### src/logic/vid_macros.svh
`ifndef VID_MACROS_SVH
`define VID_MACROS_SVH

// ======================================================================
// Timing base
// ======================================================================
`define VID_WORD_DIV        16      // clk32 cycles per word period
`define VID_ADDR_W          21      // Word address, byte bits 21..1

// Line lengths in word periods
`define VID_LINE_PAL        128
`define VID_LINE_NTSC       127
`define VID_LINE_MONO       56

// Frame lengths in lines
`define VID_FRAME_PAL       313
`define VID_FRAME_NTSC      263
`define VID_FRAME_MONO      501

// Syncs sit at the end of the line and of the frame
`define VID_HSYNC_W         8
`define VID_HSYNC_W_MONO    4
`define VID_VSYNC_LINES     3

// ======================================================================
// Display windows, end positions exclusive
// ======================================================================
`define VID_HDE_START_PAL   12
`define VID_HDE_END_PAL     92
`define VID_HDE_START_NTSC  11
`define VID_HDE_END_NTSC    91
`define VID_HDE_START_MONO  2
`define VID_HDE_END_MONO    42

`define VID_VDE_START_PAL   62
`define VID_VDE_END_PAL     262
`define VID_VDE_START_NTSC  33
`define VID_VDE_END_NTSC    233
`define VID_VDE_START_MONO  35
`define VID_VDE_END_MONO    435

// Blanking, colour modes only
`define VID_HBL_START       9
`define VID_HBL_END         114
`define VID_VBL_START_PAL   24
`define VID_VBL_END_PAL     307
`define VID_VBL_START_NTSC  15
`define VID_VBL_END_NTSC    257

// ======================================================================
// Register byte offsets
// ======================================================================
`define VID_RA_BASE_HI      8'h01
`define VID_RA_BASE_MID     8'h03
`define VID_RA_CNT_HI       8'h05
`define VID_RA_CNT_MID      8'h07
`define VID_RA_CNT_LO       8'h09
`define VID_RA_SYNC         8'h0A
`define VID_RA_BASE_LO      8'h0D
`define VID_RA_HOFF         8'h0F
`define VID_RA_MODE         8'h60

`endif

### src/logic/vid_pkg.sv
`include "vid_macros.svh"

package vid_pkg;

    // Video word address, byte address bits 21..1
    typedef logic [`VID_ADDR_W-1:0] vid_addr_t;

    // Upper bit set means mono geometry
    typedef enum logic [1:0] {
        SHIFT_LOW  = 2'b00,
        SHIFT_MID  = 2'b01,
        SHIFT_HIGH = 2'b10
    } shift_mode_e;

    typedef struct packed {
        shift_mode_e shift;
        logic        pal;         // 50 Hz colour timing when set
    } vid_cfg_t;

    // One CPU register access
    typedef struct packed {
        logic       sel;
        logic       wr;
        logic [7:0] addr;
        logic [7:0] wdata;
    } regbus_t;

    typedef struct packed {
        logic hsync_n;
        logic vsync_n;
        logic de;
        logic blank_n;
    } beam_t;

    // Beam position, word_en and frame_start are one cycle pulses
    typedef struct packed {
        logic [6:0] hpos;
        logic [8:0] vpos;
        logic       word_en;
        logic       frame_start;
    } beam_pos_t;

    typedef struct packed {
        logic      valid;
        vid_addr_t addr;
    } fetch_t;

endpackage

### src/logic/beam_timer.sv
`timescale 1ns/1ps
`include "vid_macros.svh"

module beam_timer
    import vid_pkg::*;
(
    input  logic      clk32,
    input  logic      porb,
    input  vid_cfg_t  cfg_i,
    output beam_pos_t pos_o,
    output logic      hsync_n_o,
    output logic      vsync_n_o
);

    localparam int DIV_W = $clog2(`VID_WORD_DIV);

    logic [DIV_W-1:0] div_q;
    logic             wrap;
    vid_cfg_t         geo_q;             // Geometry of the running frame
    logic [6:0]       line_last;
    logic [6:0]       hsync_first;
    logic [8:0]       frame_last;
    logic [8:0]       vsync_first;
    logic [6:0]       hpos_nx;
    logic [8:0]       vpos_nx;
    beam_pos_t        pos_q;
    logic             hsync_n_q;
    logic             vsync_n_q;

    assign wrap = (div_q == DIV_W'(`VID_WORD_DIV - 1));

    // Line and frame limits of the latched geometry
    always_comb begin
        if (geo_q.shift[1]) begin
            line_last   = 7'(`VID_LINE_MONO - 1);
            hsync_first = 7'(`VID_LINE_MONO - `VID_HSYNC_W_MONO);
            frame_last  = 9'(`VID_FRAME_MONO - 1);
        end else if (geo_q.pal) begin
            line_last   = 7'(`VID_LINE_PAL - 1);
            hsync_first = 7'(`VID_LINE_PAL - `VID_HSYNC_W);
            frame_last  = 9'(`VID_FRAME_PAL - 1);
        end else begin
            line_last   = 7'(`VID_LINE_NTSC - 1);
            hsync_first = 7'(`VID_LINE_NTSC - `VID_HSYNC_W);
            frame_last  = 9'(`VID_FRAME_NTSC - 1);
        end
        vsync_first = frame_last - 9'(`VID_VSYNC_LINES - 1);
    end

    // Out of range positions after reset wrap straight to 0,0
    always_comb begin
        hpos_nx = pos_q.hpos + 7'd1;
        vpos_nx = pos_q.vpos;
        if (pos_q.hpos >= line_last) begin
            hpos_nx = '0;
            vpos_nx = (pos_q.vpos >= frame_last) ? '0 : pos_q.vpos + 9'd1;
        end
    end

    always_ff @(posedge clk32 or negedge porb) begin
        if (!porb) begin
            div_q             <= '0;
            pos_q.hpos        <= '1;
            pos_q.vpos        <= '1;
            pos_q.word_en     <= 1'b0;
            pos_q.frame_start <= 1'b0;
            hsync_n_q         <= 1'b1;
            vsync_n_q         <= 1'b1;
            geo_q             <= '0;
        end else begin
            div_q             <= wrap ? '0 : div_q + DIV_W'(1);
            pos_q.word_en     <= wrap;
            pos_q.frame_start <= wrap && hpos_nx == '0 && vpos_nx == '0;
            if (wrap) begin
                pos_q.hpos <= hpos_nx;
                pos_q.vpos <= vpos_nx;
                hsync_n_q  <= (hpos_nx < hsync_first);   // Last words of the line
                vsync_n_q  <= (vpos_nx < vsync_first);   // Last lines of the frame
            end
            // Same edge as the window FSM takes its copy
            if (pos_q.word_en && pos_q.frame_start) begin
                geo_q <= cfg_i;
            end
        end
    end

    assign pos_o     = pos_q;
    assign hsync_n_o = hsync_n_q;
    assign vsync_n_o = vsync_n_q;

endmodule

### src/logic/cpu_reg.sv
`timescale 1ns/1ps

module cpu_reg
    import vid_pkg::*;
#(
    parameter type      payload_t = vid_addr_t,
    parameter payload_t RST_VAL   = '0
) (
    input  logic     clk32,
    input  logic     porb,
    input  logic     load_i,
    input  payload_t d_i,
    output payload_t q_o
);

    payload_t q;

    always_ff @(posedge clk32 or negedge porb) begin
        if (!porb) begin
            q <= RST_VAL;
        end else if (load_i) begin
            q <= d_i;                // Write lands on the strobe edge
        end
    end

    assign q_o = q;

endmodule

### src/logic/display_window_fsm.sv
`timescale 1ns/1ps
`include "vid_macros.svh"

module display_window_fsm
    import vid_pkg::*;
(
    input  logic      clk32,
    input  logic      porb,
    input  beam_pos_t pos_i,
    input  logic      hsync_n_i,
    input  logic      vsync_n_i,
    input  vid_cfg_t  cfg_i,
    output beam_t     beam_o,
    output logic      de_o
);

    typedef enum logic [2:0] {
        V_TOP_BLANK,
        V_BORDER_TOP,
        V_ACTIVE,
        V_BORDER_BOT,
        V_BOT_BLANK
    } vstate_e;

    vstate_e    state_q;
    vstate_e    state_nx;
    vid_cfg_t   geo_q;
    vid_cfg_t   geo;
    logic       new_frame;
    logic       line_start;
    logic       mono;
    logic [6:0] hde_start;
    logic [6:0] hde_end;
    logic [8:0] vde_start;
    logic [8:0] vde_end;
    logic [8:0] vbl_start;
    logic [8:0] vbl_end;
    logic       hde_q;
    logic       hde_nx;
    logic       hbl_q;
    logic       hbl_nx;
    logic       de_nx;
    logic       vvis;
    beam_t      beam_q;

    assign new_frame  = pos_i.word_en & pos_i.frame_start;
    assign line_start = pos_i.word_en & (pos_i.hpos == 7'd0);
    assign geo        = new_frame ? cfg_i : geo_q;  // New geometry from word 0
    assign mono       = geo.shift[1];

    // ==================================================================
    // Window positions per geometry
    // ==================================================================
    always_comb begin
        vbl_start = 9'(`VID_VBL_START_NTSC);
        vbl_end   = 9'(`VID_VBL_END_NTSC);
        if (geo.pal) begin
            vbl_start = 9'(`VID_VBL_START_PAL);
            vbl_end   = 9'(`VID_VBL_END_PAL);
        end
        if (mono) begin
            hde_start = 7'(`VID_HDE_START_MONO);
            hde_end   = 7'(`VID_HDE_END_MONO);
            vde_start = 9'(`VID_VDE_START_MONO);
            vde_end   = 9'(`VID_VDE_END_MONO);
        end else if (geo.pal) begin
            hde_start = 7'(`VID_HDE_START_PAL);
            hde_end   = 7'(`VID_HDE_END_PAL);
            vde_start = 9'(`VID_VDE_START_PAL);
            vde_end   = 9'(`VID_VDE_END_PAL);
        end else begin
            hde_start = 7'(`VID_HDE_START_NTSC);
            hde_end   = 7'(`VID_HDE_END_NTSC);
            vde_start = 9'(`VID_VDE_START_NTSC);
            vde_end   = 9'(`VID_VDE_END_NTSC);
        end
    end

    // Vertical FSM, steps only at line starts
    always_comb begin
        state_nx = state_q;
        if (new_frame) begin
            state_nx = mono ? V_BORDER_TOP : V_TOP_BLANK;   // Mono has no top blank
        end else if (line_start) begin
            case (state_q)
                V_TOP_BLANK:  if (pos_i.vpos == vbl_start) state_nx = V_BORDER_TOP;
                V_BORDER_TOP: if (pos_i.vpos == vde_start) state_nx = V_ACTIVE;
                V_ACTIVE:     if (pos_i.vpos == vde_end) state_nx = V_BORDER_BOT;
                V_BORDER_BOT: if (!mono && pos_i.vpos == vbl_end) state_nx = V_BOT_BLANK;
                default:      state_nx = state_q;
            endcase
        end
    end

    // Horizontal set and clear at window words
    always_comb begin
        hde_nx = hde_q;
        if (pos_i.hpos == hde_start) hde_nx = 1'b1;
        if (pos_i.hpos == hde_end) hde_nx = 1'b0;
        hbl_nx = hbl_q;
        if (pos_i.hpos == 7'(`VID_HBL_START)) hbl_nx = 1'b1;
        if (pos_i.hpos == 7'(`VID_HBL_END)) hbl_nx = 1'b0;
        if (mono) hbl_nx = 1'b1;
    end

    assign vvis  = (state_nx != V_TOP_BLANK) && (state_nx != V_BOT_BLANK);
    assign de_nx = hde_nx && (state_nx == V_ACTIVE);
    assign de_o  = de_nx;                   // Valid in the word_en cycle

    always_ff @(posedge clk32 or negedge porb) begin
        if (!porb) begin
            state_q        <= V_TOP_BLANK;
            geo_q          <= '0;
            hde_q          <= 1'b0;
            hbl_q          <= 1'b0;
            beam_q.hsync_n <= 1'b1;
            beam_q.vsync_n <= 1'b1;
            beam_q.de      <= 1'b0;
            beam_q.blank_n <= 1'b0;
        end else if (pos_i.word_en) begin
            state_q        <= state_nx;
            geo_q          <= geo;
            hde_q          <= hde_nx;
            hbl_q          <= hbl_nx;
            beam_q.hsync_n <= hsync_n_i;
            beam_q.vsync_n <= vsync_n_i;
            beam_q.de      <= de_nx;
            beam_q.blank_n <= hbl_nx & vvis;
        end
    end

    assign beam_o = beam_q;

endmodule

### src/logic/vid_addr_cnt.sv
`timescale 1ns/1ps

module vid_addr_cnt
    import vid_pkg::*;
(
    input  logic       clk32,
    input  logic       porb,
    input  beam_pos_t  pos_i,
    input  logic       de_i,
    input  vid_addr_t  base_i,
    input  logic [7:0] hoff_i,
    output fetch_t     fetch_o,
    output vid_addr_t  cur_addr_o
);

    vid_addr_t addr_q;
    vid_addr_t fetch_addr_q;
    logic      fetch_valid_q;
    logic      de_d;                     // DE of the previous word

    always_ff @(posedge clk32 or negedge porb) begin
        if (!porb) begin
            addr_q        <= '0;
            fetch_addr_q  <= '0;
            fetch_valid_q <= 1'b0;
            de_d          <= 1'b0;
        end else begin
            fetch_valid_q <= pos_i.word_en & de_i;     // One cycle strobe
            if (pos_i.word_en) begin
                de_d <= de_i;
                if (pos_i.frame_start) begin
                    addr_q <= base_i;
                end else if (de_i) begin
                    fetch_addr_q <= addr_q;
                    addr_q       <= addr_q + vid_addr_t'(1);
                end else if (de_d) begin
                    // End of the active part of a line
                    addr_q <= addr_q + vid_addr_t'(hoff_i);
                end
            end
        end
    end

    assign fetch_o.valid = fetch_valid_q;
    assign fetch_o.addr  = fetch_addr_q;
    assign cur_addr_o    = addr_q;

endmodule

### src/logic/vid_regs.sv
`timescale 1ns/1ps
`include "vid_macros.svh"

module vid_regs
    import vid_pkg::*;
(
    input  logic       clk32,
    input  logic       porb,
    input  regbus_t    bus_i,
    input  vid_addr_t  cur_addr_i,
    output vid_cfg_t   cfg_o,
    output vid_addr_t  base_o,
    output logic [7:0] hoff_o,
    output logic [7:0] rdata_o
);

    logic      wr_en;
    logic      rd_en;
    logic      base_ld;
    logic      hoff_ld;
    logic      cfg_ld;
    vid_addr_t base_d;
    vid_cfg_t  cfg_d;

    assign wr_en = bus_i.sel & bus_i.wr;
    assign rd_en = bus_i.sel & ~bus_i.wr;

    // ==================================================================
    // Write decode and byte lane merge
    // ==================================================================
    always_comb begin
        base_d  = base_o;
        cfg_d   = cfg_o;
        base_ld = 1'b0;
        hoff_ld = 1'b0;
        cfg_ld  = 1'b0;
        if (wr_en) begin
            case (bus_i.addr)
                `VID_RA_BASE_HI: begin
                    base_d[20:15] = bus_i.wdata[5:0];
                    base_ld       = 1'b1;
                end
                `VID_RA_BASE_MID: begin
                    base_d[14:7] = bus_i.wdata;
                    base_ld      = 1'b1;
                end
                `VID_RA_BASE_LO: begin
                    base_d[6:0] = bus_i.wdata[7:1];   // Byte bit 0 has no storage
                    base_ld     = 1'b1;
                end
                `VID_RA_SYNC: begin
                    cfg_d.pal = bus_i.wdata[1];
                    cfg_ld    = 1'b1;
                end
                `VID_RA_MODE: begin
                    cfg_d.shift = shift_mode_e'(bus_i.wdata[1:0]);
                    cfg_ld      = 1'b1;
                end
                `VID_RA_HOFF: hoff_ld = 1'b1;
                default: ;                          // Counter and unmapped ignored
            endcase
        end
    end

    cpu_reg #(.payload_t(vid_addr_t)) u_base (
        .clk32  (clk32),
        .porb   (porb),
        .load_i (base_ld),
        .d_i    (base_d),
        .q_o    (base_o)
    );

    cpu_reg #(.payload_t(logic [7:0])) u_hoff (
        .clk32  (clk32),
        .porb   (porb),
        .load_i (hoff_ld),
        .d_i    (bus_i.wdata),
        .q_o    (hoff_o)
    );

    cpu_reg #(.payload_t(vid_cfg_t)) u_cfg (
        .clk32  (clk32),
        .porb   (porb),
        .load_i (cfg_ld),
        .d_i    (cfg_d),
        .q_o    (cfg_o)
    );

    // ==================================================================
    // Readback
    // ==================================================================
    always_comb begin
        rdata_o = 8'hFF;
        if (rd_en) begin
            case (bus_i.addr)
                `VID_RA_BASE_HI:  rdata_o = {2'b00, base_o[20:15]};
                `VID_RA_BASE_MID: rdata_o = base_o[14:7];
                `VID_RA_BASE_LO:  rdata_o = {base_o[6:0], 1'b0};
                `VID_RA_CNT_HI:   rdata_o = {2'b00, cur_addr_i[20:15]};
                `VID_RA_CNT_MID:  rdata_o = cur_addr_i[14:7];
                `VID_RA_CNT_LO:   rdata_o = {cur_addr_i[6:0], 1'b0};
                `VID_RA_SYNC:     rdata_o = {6'b111111, cfg_o.pal, 1'b1};
                `VID_RA_MODE:     rdata_o = {6'b000000, cfg_o.shift};
                `VID_RA_HOFF:     rdata_o = hoff_o;
                default:          rdata_o = 8'hFF;
            endcase
        end
    end

endmodule

### src/logic/vid_top.sv
`timescale 1ns/1ps

module vid_top
    import vid_pkg::*;
(
    input  logic       clk32,
    input  logic       porb,
    input  regbus_t    bus_i,
    output logic [7:0] rdata_o,
    output beam_t      beam_o,
    output fetch_t     fetch_o
);

    vid_cfg_t   cfg;
    vid_addr_t  base;
    vid_addr_t  cur_addr;
    logic [7:0] hoff;
    beam_pos_t  pos;
    logic       hsync_n;
    logic       vsync_n;
    logic       de;

    // ==================================================================
    // CPU side
    // ==================================================================
    vid_regs u_regs (
        .clk32      (clk32),
        .porb       (porb),
        .bus_i      (bus_i),
        .cur_addr_i (cur_addr),
        .cfg_o      (cfg),
        .base_o     (base),
        .hoff_o     (hoff),
        .rdata_o    (rdata_o)
    );

    // ==================================================================
    // Beam side
    // ==================================================================
    beam_timer u_timer (
        .clk32     (clk32),
        .porb      (porb),
        .cfg_i     (cfg),
        .pos_o     (pos),
        .hsync_n_o (hsync_n),
        .vsync_n_o (vsync_n)
    );

    display_window_fsm u_window (
        .clk32     (clk32),
        .porb      (porb),
        .pos_i     (pos),
        .hsync_n_i (hsync_n),
        .vsync_n_i (vsync_n),
        .cfg_i     (cfg),
        .beam_o    (beam_o),
        .de_o      (de)
    );

    vid_addr_cnt u_addr (
        .clk32      (clk32),
        .porb       (porb),
        .pos_i      (pos),
        .de_i       (de),
        .base_i     (base),
        .hoff_i     (hoff),
        .fetch_o    (fetch_o),
        .cur_addr_o (cur_addr)
    );

endmodule
### config.mk
export PLATFORM = sky130hd
export DESIGN_NAME = vid_top
export DESIGN_NICKNAME = d
export VERILOG_FILES = /design/src/logic/vid_pkg.sv /design/src/logic/beam_timer.sv /design/src/logic/cpu_reg.sv /design/src/logic/display_window_fsm.sv /design/src/logic/vid_addr_cnt.sv /design/src/logic/vid_regs.sv /design/src/logic/vid_top.sv
export VERILOG_INCLUDE_DIRS = /design/src /design/src/logic
export SDC_FILE = /design/constraint.sdc
export NUM_CORES = 1
export LEC_CHECK = 0
export ABC_AREA = 1
export BUFFER_PORTS_ARGS = -buffer_cell sky130_fd_sc_hd__buf_2
export CAP_MARGIN = 20
export CORE_MARGIN = 4
export CORE_UTILIZATION = 58
export DETAILED_ROUTE_END_ITERATION = 8
export PLACE_DENSITY = 0.84
export SYNTH_ARGS = -nofsm -noshare
export SYNTH_HDL_FRONTEND = slang
export SYNTH_SLANG_ARGS = --single-unit
### constraint.sdc
create_clock -name clk32 -period 11.2 [get_ports clk32]
set_clock_uncertainty 0.1 [all_clocks]
set_input_delay 2.8 -clock clk32 [delete_from_list [all_inputs] [get_ports clk32]]
set_output_delay 2.8 -clock clk32 [all_outputs]
set_load 0.05 [all_outputs]
==> metrics.txt, run 1 <==
hold_sp=u_addr.fetch_addr_q[6]; Synthesized Nets=~1100; Crit path arrival time=about 5 ns; CP dominant cell by count=inv_1; Crit. End Element=primary output; Slew Viols, Final=0; status=finished clean; share of post-route cells with drive strength above 1=0.104; Final Wtd Congestion=around 0.96; grt met1 use=0.442; Worst R2R Setup Slack=6.21 ns; CTS Sinks=about 110; n_diodes=0; DRT Pass-1 Iters=6; final WL=~20000 um; Core Rows=40; Setup CP Type=primary input to primary output; met2 Use GR=0.395; clk root buf=clkbuf_16; hold path depth=2; largest area contributor in the netlist=dfrtp_1; power share of the combinational group=0.036; yosys warns=0; Worst Hold Class=flip-flop to flip-flop; Worst-Margin Slew=0.971 ns; first-pass GRT wire length=32200 um; GR peak layer=met1; clk buf depth=2; number of synthesized flops with an enable pin=0; largest cells by area after synthesis=dfrtp_1 (31%), nand2_1 (16%), nand3_1 (7.5%); worst skew pair latency=between 0.3 and 0.4 ns; vias in the first global route=6105; CTS tree=yes; Finished Layout Cells=1235; Initial Utilization=0.601; average size of a mapped cell=7.11 um^2; CTS Buf Count=9; PostCTS Resize Cnt=0; number of vias per cell=5.67; cell count of the worst reg-to-reg path=27; sequential area share after synthesis=0.387; Die Y-Extent=120 um; Post-DP HPWL=14900 um; RR Endpoint=u_addr.cur_addr_o[16]; Core ar.=12200 um^2; Yosys cell types=42; CP Cell Sequence=buf_2, nor2_1, nand2_1, inv_1, nand3_1, nor2_1, inv_1, nand3_1, a211oi_1, inv_1, nand4_1, buf_2; largest net degree at the start of global routing=59; most frequent cell after synthesis=nand2_1; DRC=0; Leakage Power=4.06 nW; H-tree levels=3; DR vias=7006; ys flop type=dfrtp_1; final hold vios=0; Clock transition at path regs=0.07 ns; register share of total power=0.556; Crit path required time=8.30 ns; Synth Register Bits=around 110; top-area cell type share of the netlist area=0.315; I/O Buffers=53; period utilization=0.697; relative slew slack=0.353; ANT nets after route=0; Fmax=128 MHz; Syn Inst Count=about 1000; TNS Setup=0 ns; Psw=170 uW; Initial DRC Count=740; Post-Syn Area=7310 um^2; placed cells=1220; RSZ-0062 raised after global routing=no; CP startpoint kind=primary input; GR Layer Usage met3=0.0491; top post-synthesis cells by count=nand2_1 (302), inv_1 (134), nand3_1 (109); hold buffer count at cts=0; min Tclk post-route=around 7.8 ns; Setup-failing EPs final=0; Hold Crit Endpoint=u_addr.fetch_addr_q[6]; Worst IR Drop VDD=~0.075 mV; Tot GR Track Use=0.279; # IOs=54; Worst path max stage delay=0.51 ns; critical path peak fanout=9; Die ar.=14500 um^2; Area growth, synth to finish=8.18%; total grt overflow=0; Die Width=120 um; Clock Power Share=0.408; Sw Ratio=0.230; number of setup buffers added after CTS=0; max-cap viol count=0; initial antenna violation count=2; slowest stage cell, crit path=nor2_1; reg2reg start=u_timer.pos_o[1]; DR WL/cell=16.0 um; internal power=571 uW; ys async rst share=1.00; nets@finish=1118; PwrDens=between 90 and 100 nW/um^2
==> power groups by stage <==
stage / Sequential, mW / Combinational, mW / Clock (mW)
6_report: 0.412 / 0.0269 / 0.302
5_1_grt: 0.412 / 0.0313 / 0.327
4_1_cts: 0.411 / 0.0273 / 0.308
3_5_place_dp: 0.419 / 0.0272 / 0
3_3_place_gp: 0.419 / 0.0269 / 0
2_1_floorplan: 0.417 / 0.0116 / 0
==> kinds of logic after synthesis <==
group,after synthesis,share of synthesized area
XOR/XNOR,12,0.0144
flip-flops,112,0.387
AND/OR/NAND/NOR,544,0.322
AO/OA/AOI/OAI,155,0.120
other,1,0.000513
adder cells (fa/ha/maj),35,0.0609
buffers and inverters,170,0.0953
==> area by class of cell <==
| cell class | count | area [um^2] |
|---|---|---|
| clock buffer | 10 | 239 |
| inverter | 136 | 510 |
| clock inverter | 5 | 33.8 |
| fill | 1126 | 4250 |
| multi-input combinational | 747 | 3790 |
| tap | 168 | 210 |
| sequential | 112 | 2830 |
| timing repair buffer | 57 | 298 |
==> worst max path at each step <==
| stage | cells after the start | startpoint | to |
|---|---|---|---|
| finish | 12 | bus_i[12] | rdata_o[1] |
| global route | 12 | bus_i[12] | rdata_o[1] |
| CTS | 12 | bus_i[12] | rdata_o[1] |
| detailed placement | 12 | bus_i[12] | rdata_o[1] |
| global placement | 12 | bus_i[12] | rdata_o[1] |
| floorplan | 10 | bus_i[12] | rdata_o[1] |
==> metal layers <==
metal | wire length, um | vias up
met5 | 28 | -
met1 | 9420 | 3234
met2 | 8270 | 302
li1 | - | 3437
met4 | 321 | 4
met3 | 1740 | 29
==> state kept, by name (all words and copies together), names as in the netlist <==
| register | cells |
|---|---|
| u_window.geo_q | 2 |
| u_timer.pos_o | 18 |
| u_window.state_q | 3 |
| u_regs.u_hoff.q_o | 8 |
| u_regs.u_cfg.q_o | 3 |
| u_window.hbl_q | 1 |
| u_addr.fetch_valid_q | 1 |
| u_timer.div_q | 4 |
| u_addr.cur_addr_o | 21 |
| u_addr.fetch_addr_q | 21 |
| u_addr.de_d | 1 |
| u_timer.vsync_n_o | 1 |
| u_regs.u_base.q_o | 21 |
| u_timer.hsync_n_o | 1 |
| u_window.beam_o | 3 |
| u_timer.geo_q | 2 |
| u_window.hde_q | 1 |
==> placed cells by master (no fill, tap or decap), types with 12 or more instances in the layout <==
| master | netlist | layout |
|---|---|---|
| dfstp_2 | 20 | 20 |
| nor2_1 | 79 | 79 |
| nand3_1 | 109 | 109 |
| nand2_1 | 302 | 302 |
| o21ai_1 | 12 | 12 |
| inv_1 | 134 | 134 |
| o21ai_0 | 82 | 81 |
| a21oi_1 | 24 | 24 |
| a221oi_1 | 15 | 15 |
| nand4_1 | 18 | 18 |
| nor3_1 | 16 | 16 |
| buf_2 | 5 | 52 |
| dfrtp_1 | 92 | 92 |
| ha_1 | 34 | 34 |
==> per-stage QoR <==
| step | setup slack (ns) | utilization | hold slack [ns] | cell area, um^2 | power, mW |
|---|---|---|---|---|---|
| 5_1_grt | 3.16 | 0.650 | 0.389 | 7910 | 0.770 |
| 4_1_cts | 3.46 | 0.650 | 0.375 | 7910 | 0.747 |
| 3_3_place_gp | 3.46 | 0.628 | 0.351 | 7640 | 0.446 |
| 3_5_place_dp | 3.47 | 0.628 | 0.361 | 7640 | 0.446 |
| 6_report | 3.39 | 0.650 | 0.373 | 7910 | 0.741 |
| 2_1_floorplan | 3.90 | - | 0.347 | 7310 | 0.429 |
==> critical path, delay by kind of cell <==
kind / cells / cell delay (ns)
AND/OR/NAND/NOR: 6 / 1.28
AO/OA/AOI/OAI: 1 / 0.05
buffers and inverters: 5 / 0.78
(Power assumes the default switching activity.)
==> run 2, diff against run 1 <==
--- a/config.mk
+++ b/config.mk
@@ -10,7 +10,7 @@
 export BUFFER_PORTS_ARGS = -buffer_cell sky130_fd_sc_hd__buf_2
 export CAP_MARGIN = 20
 export CORE_MARGIN = 4
-export CORE_UTILIZATION = 58
+export CORE_UTILIZATION = 55
 export DETAILED_ROUTE_END_ITERATION = 8
 export PLACE_DENSITY = 0.84
 export SYNTH_ARGS = -nofsm -noshare
==> constraint.sdc (replaced) <==
create_clock -name clk32 -period 6.4 [get_ports clk32]
set_clock_uncertainty 0.1 [all_clocks]
set_input_delay 1.6 -clock clk32 [delete_from_list [all_inputs] [get_ports clk32]]
set_output_delay 1.6 -clock clk32 [all_outputs]
set_load 0.05 [all_outputs]
==> run 2 against run 1 <==
Register-to-register slack lost 5.0 ns; utilization shrank 3.2 points; non-clock buffer count did not move; critical path type unchanged; first-iteration DRC count decreased by 3.0%; wire length grew 0.82%; sequential share of layout area is 0.079 points lower; setup slack lost 2.4 ns; hold slack worse by 0.0022 ns; largest cell class unchanged; sequential cell count did not move; largest power group unchanged; count of clock-buffer cells in the layout did not move; via count decreased by 0.30%.
==> metrics.txt, run 2 (synthesized netlist as in run 1, its figures left out) <==
DRC=0 (unchanged); CTS Buf Count=9 (unchanged); Crit path arrival time=3.67 ns (was 4.91 ns); first-pass GRT wire length=32400 um (was 32200 um); Leakage Power=4.07 nW (was 4.06 nW); most frequent cells in the layout=nand2_1 (302), inv_1 (134), nand3_1 (109) (unchanged); Initial Utilization=0.570 (was 0.601); DRT Pass-1 Iters=5 (was 6); RSZ-0062 raised after global routing=no (unchanged); PwrDens=164 nW/um^2 (was 93.7 nW/um^2); multi-input logic area=3790 um^2 (unchanged); Die Y-Extent=123 um (was 120 um); CP Cell Sequence=buf_2, nor2_1, nand2_1, inv_1, nand3_1, nor2_1, inv_1, nand3_1, a211oi_1, inv_1, nand4_1, buf_2 (unchanged); n_diodes=0 (unchanged); Seq. cell area=2830 um^2 (unchanged); Die ar.=15200 um^2 (was 14500 um^2); post-route cell area=7930 um^2 (was 7910 um^2); Worst IR Drop VDD=0.116 mV (was 0.0753 mV); Post-DP HPWL=15100 um (was 14900 um); CTS tree=yes (unchanged); placed cells=1223 (was 1220); relative slew slack=0.364 (was 0.353); final hold vios=0 (unchanged); largest net degree at the start of global routing=66 (was 59); Fmax=about 190 MHz; Area growth, synth to finish=8.42% (was 8.18%); Final Wtd Congestion=1.01 (was 0.957); final setup margin=1.03 ns (was 3.39 ns); Clock transition at path regs=0.07 ns (about the same); Worst Hold Class=flip-flop to flip-flop (unchanged); Slew Viols, Final=0 (unchanged); Worst-Margin Slew=0.954 ns (was 0.971 ns); clk buf depth=2 (unchanged); Crit. End Element=primary output (unchanged); worst skew pair latency=0.36 ns (was 0.35 ns); # IOs=54 (unchanged); Setup CP Type=primary input to primary output (unchanged); CP startpoint kind=primary input (unchanged); share of post-route cells with drive strength above 1=0.105 (was 0.104); Die Width=123 um (was 120 um); final WL=19900 um (was 19800 um); status=finished clean (unchanged); Setup-failing EPs final=0 (unchanged); number of vias per cell=5.63 (was 5.67); period utilization=0.839; pre-CTS setup slack=1.10 ns (was 3.47 ns); worst path bufs/invs=5 (unchanged); I/O Buffers=53 (unchanged); DR vias=6985 (was 7006); vias in the first global route=6295 (was 6105); clk root buf=clkbuf_16 (unchanged); max-cap viol count=0 (unchanged); Tot GR Track Use=0.273 (was 0.279); hold_sp=u_window.beam_o[3] (was u_addr.fetch_addr_q[6]); DR WL/cell=16.1 um (was 16.0 um); Core ar.=12800 um^2 (was 12200 um^2); CTS Sinks=112 (unchanged); ANT nets after route=0 (unchanged); Crit path required time=4.70 ns (was 8.30 ns); crit path from=bus_i[12] (unchanged); Fill cells=1167 (was 1126); number of setup buffers added after CTS=0 (unchanged); Initial DRC Count=718 (was 740); min Tclk post-route=around 5.4 ns; PostCTS Resize Cnt=0 (unchanged); nets@finish=1118 (unchanged); Power Total=1.30 mW (was 741 uW); hold buffer count at cts=0 (unchanged); TNS Setup=0 ns (unchanged); Finished Layout Cells=1240 (was 1235); crit-path leading delay family=simple AND/OR/NAND/NOR gates (unchanged); initial antenna violation count=0 (was 2); critical path peak fanout=9 (unchanged); DP Area=7630 um^2 (was 7640 um^2); total grt overflow=0 (unchanged); Worst path max stage delay=0.52 ns (was 0.51 ns); Core Rows=41 (was 40); most common cell after layout, fill and taps aside=nand2_1 (unchanged); slowest stage cell, crit path=nor2_1 (unchanged); CP dominant cell by count=inv_1 (unchanged); reg2reg start=u_timer.pos_o[1] (unchanged); H-tree levels=3 (unchanged)
## run 2: per-stage QoR
stage | utilization | hold slack [ns]
finish | 0.618 | 0.370
global route | 0.618 | 0.396
CTS | 0.617 | 0.374
detailed placement | 0.595 | 0.360
global placement | 0.595 | 0.351
floorplan | - | 0.347
## run 2: final cells by class
cell class,instances,area share
clock inverters,6,0.00552
inverters,136,0.0644
well taps,172,0.0271
repair buffers,57,0.0391
flip-flops and latches,112,0.357
clock buffers,10,0.0289
multi-input cells,747,0.478
## run 2: worst paths after layout
| path | endpoint | slack [ns] | depth (start not counted) |
|---|---|---|---|
| min in group asynchronous | u_timer.pos_o[1] | 1.25 | 1 |
| max in group asynchronous | u_regs.u_base.q_o[14] | 3.85 | 2 |
| min | u_window.beam_o[3] | 0.37 | 2 |
| max reg2reg | u_addr.cur_addr_o[16] | 1.25 | 25 |
| max | rdata_o[1] | 1.03 | 12 |
| min reg2reg | u_window.beam_o[3] | 0.37 | 2 |
## run 2: tightest hold or removal path, stage by stage (launching register included)
cell,delay (ns)
dfstp_2,0.37
nand2_1,0.06
nand2_1,0.04
## run 2: power by group
group / switching, mW / leakage (nW) / internal, mW / total [mW]
clock network: 0.262 / 0.133 / 0.267 / 0.528
logic: 0.0353 / 2.45 / 0.0131 / 0.0484
registers: 0.00667 / 1.48 / 0.713 / 0.720
total: 0.304 / 4.07 / 0.993 / 1.30
## run 2: layer usage
metal,share of wire,up-vias,GRT usage
met4,0.013,0,0.0651
met5,0,-,0
li1,-,3438,-
met1,0.46,3210,0.412
met3,0.090,16,0.0576
met2,0.43,321,0.403
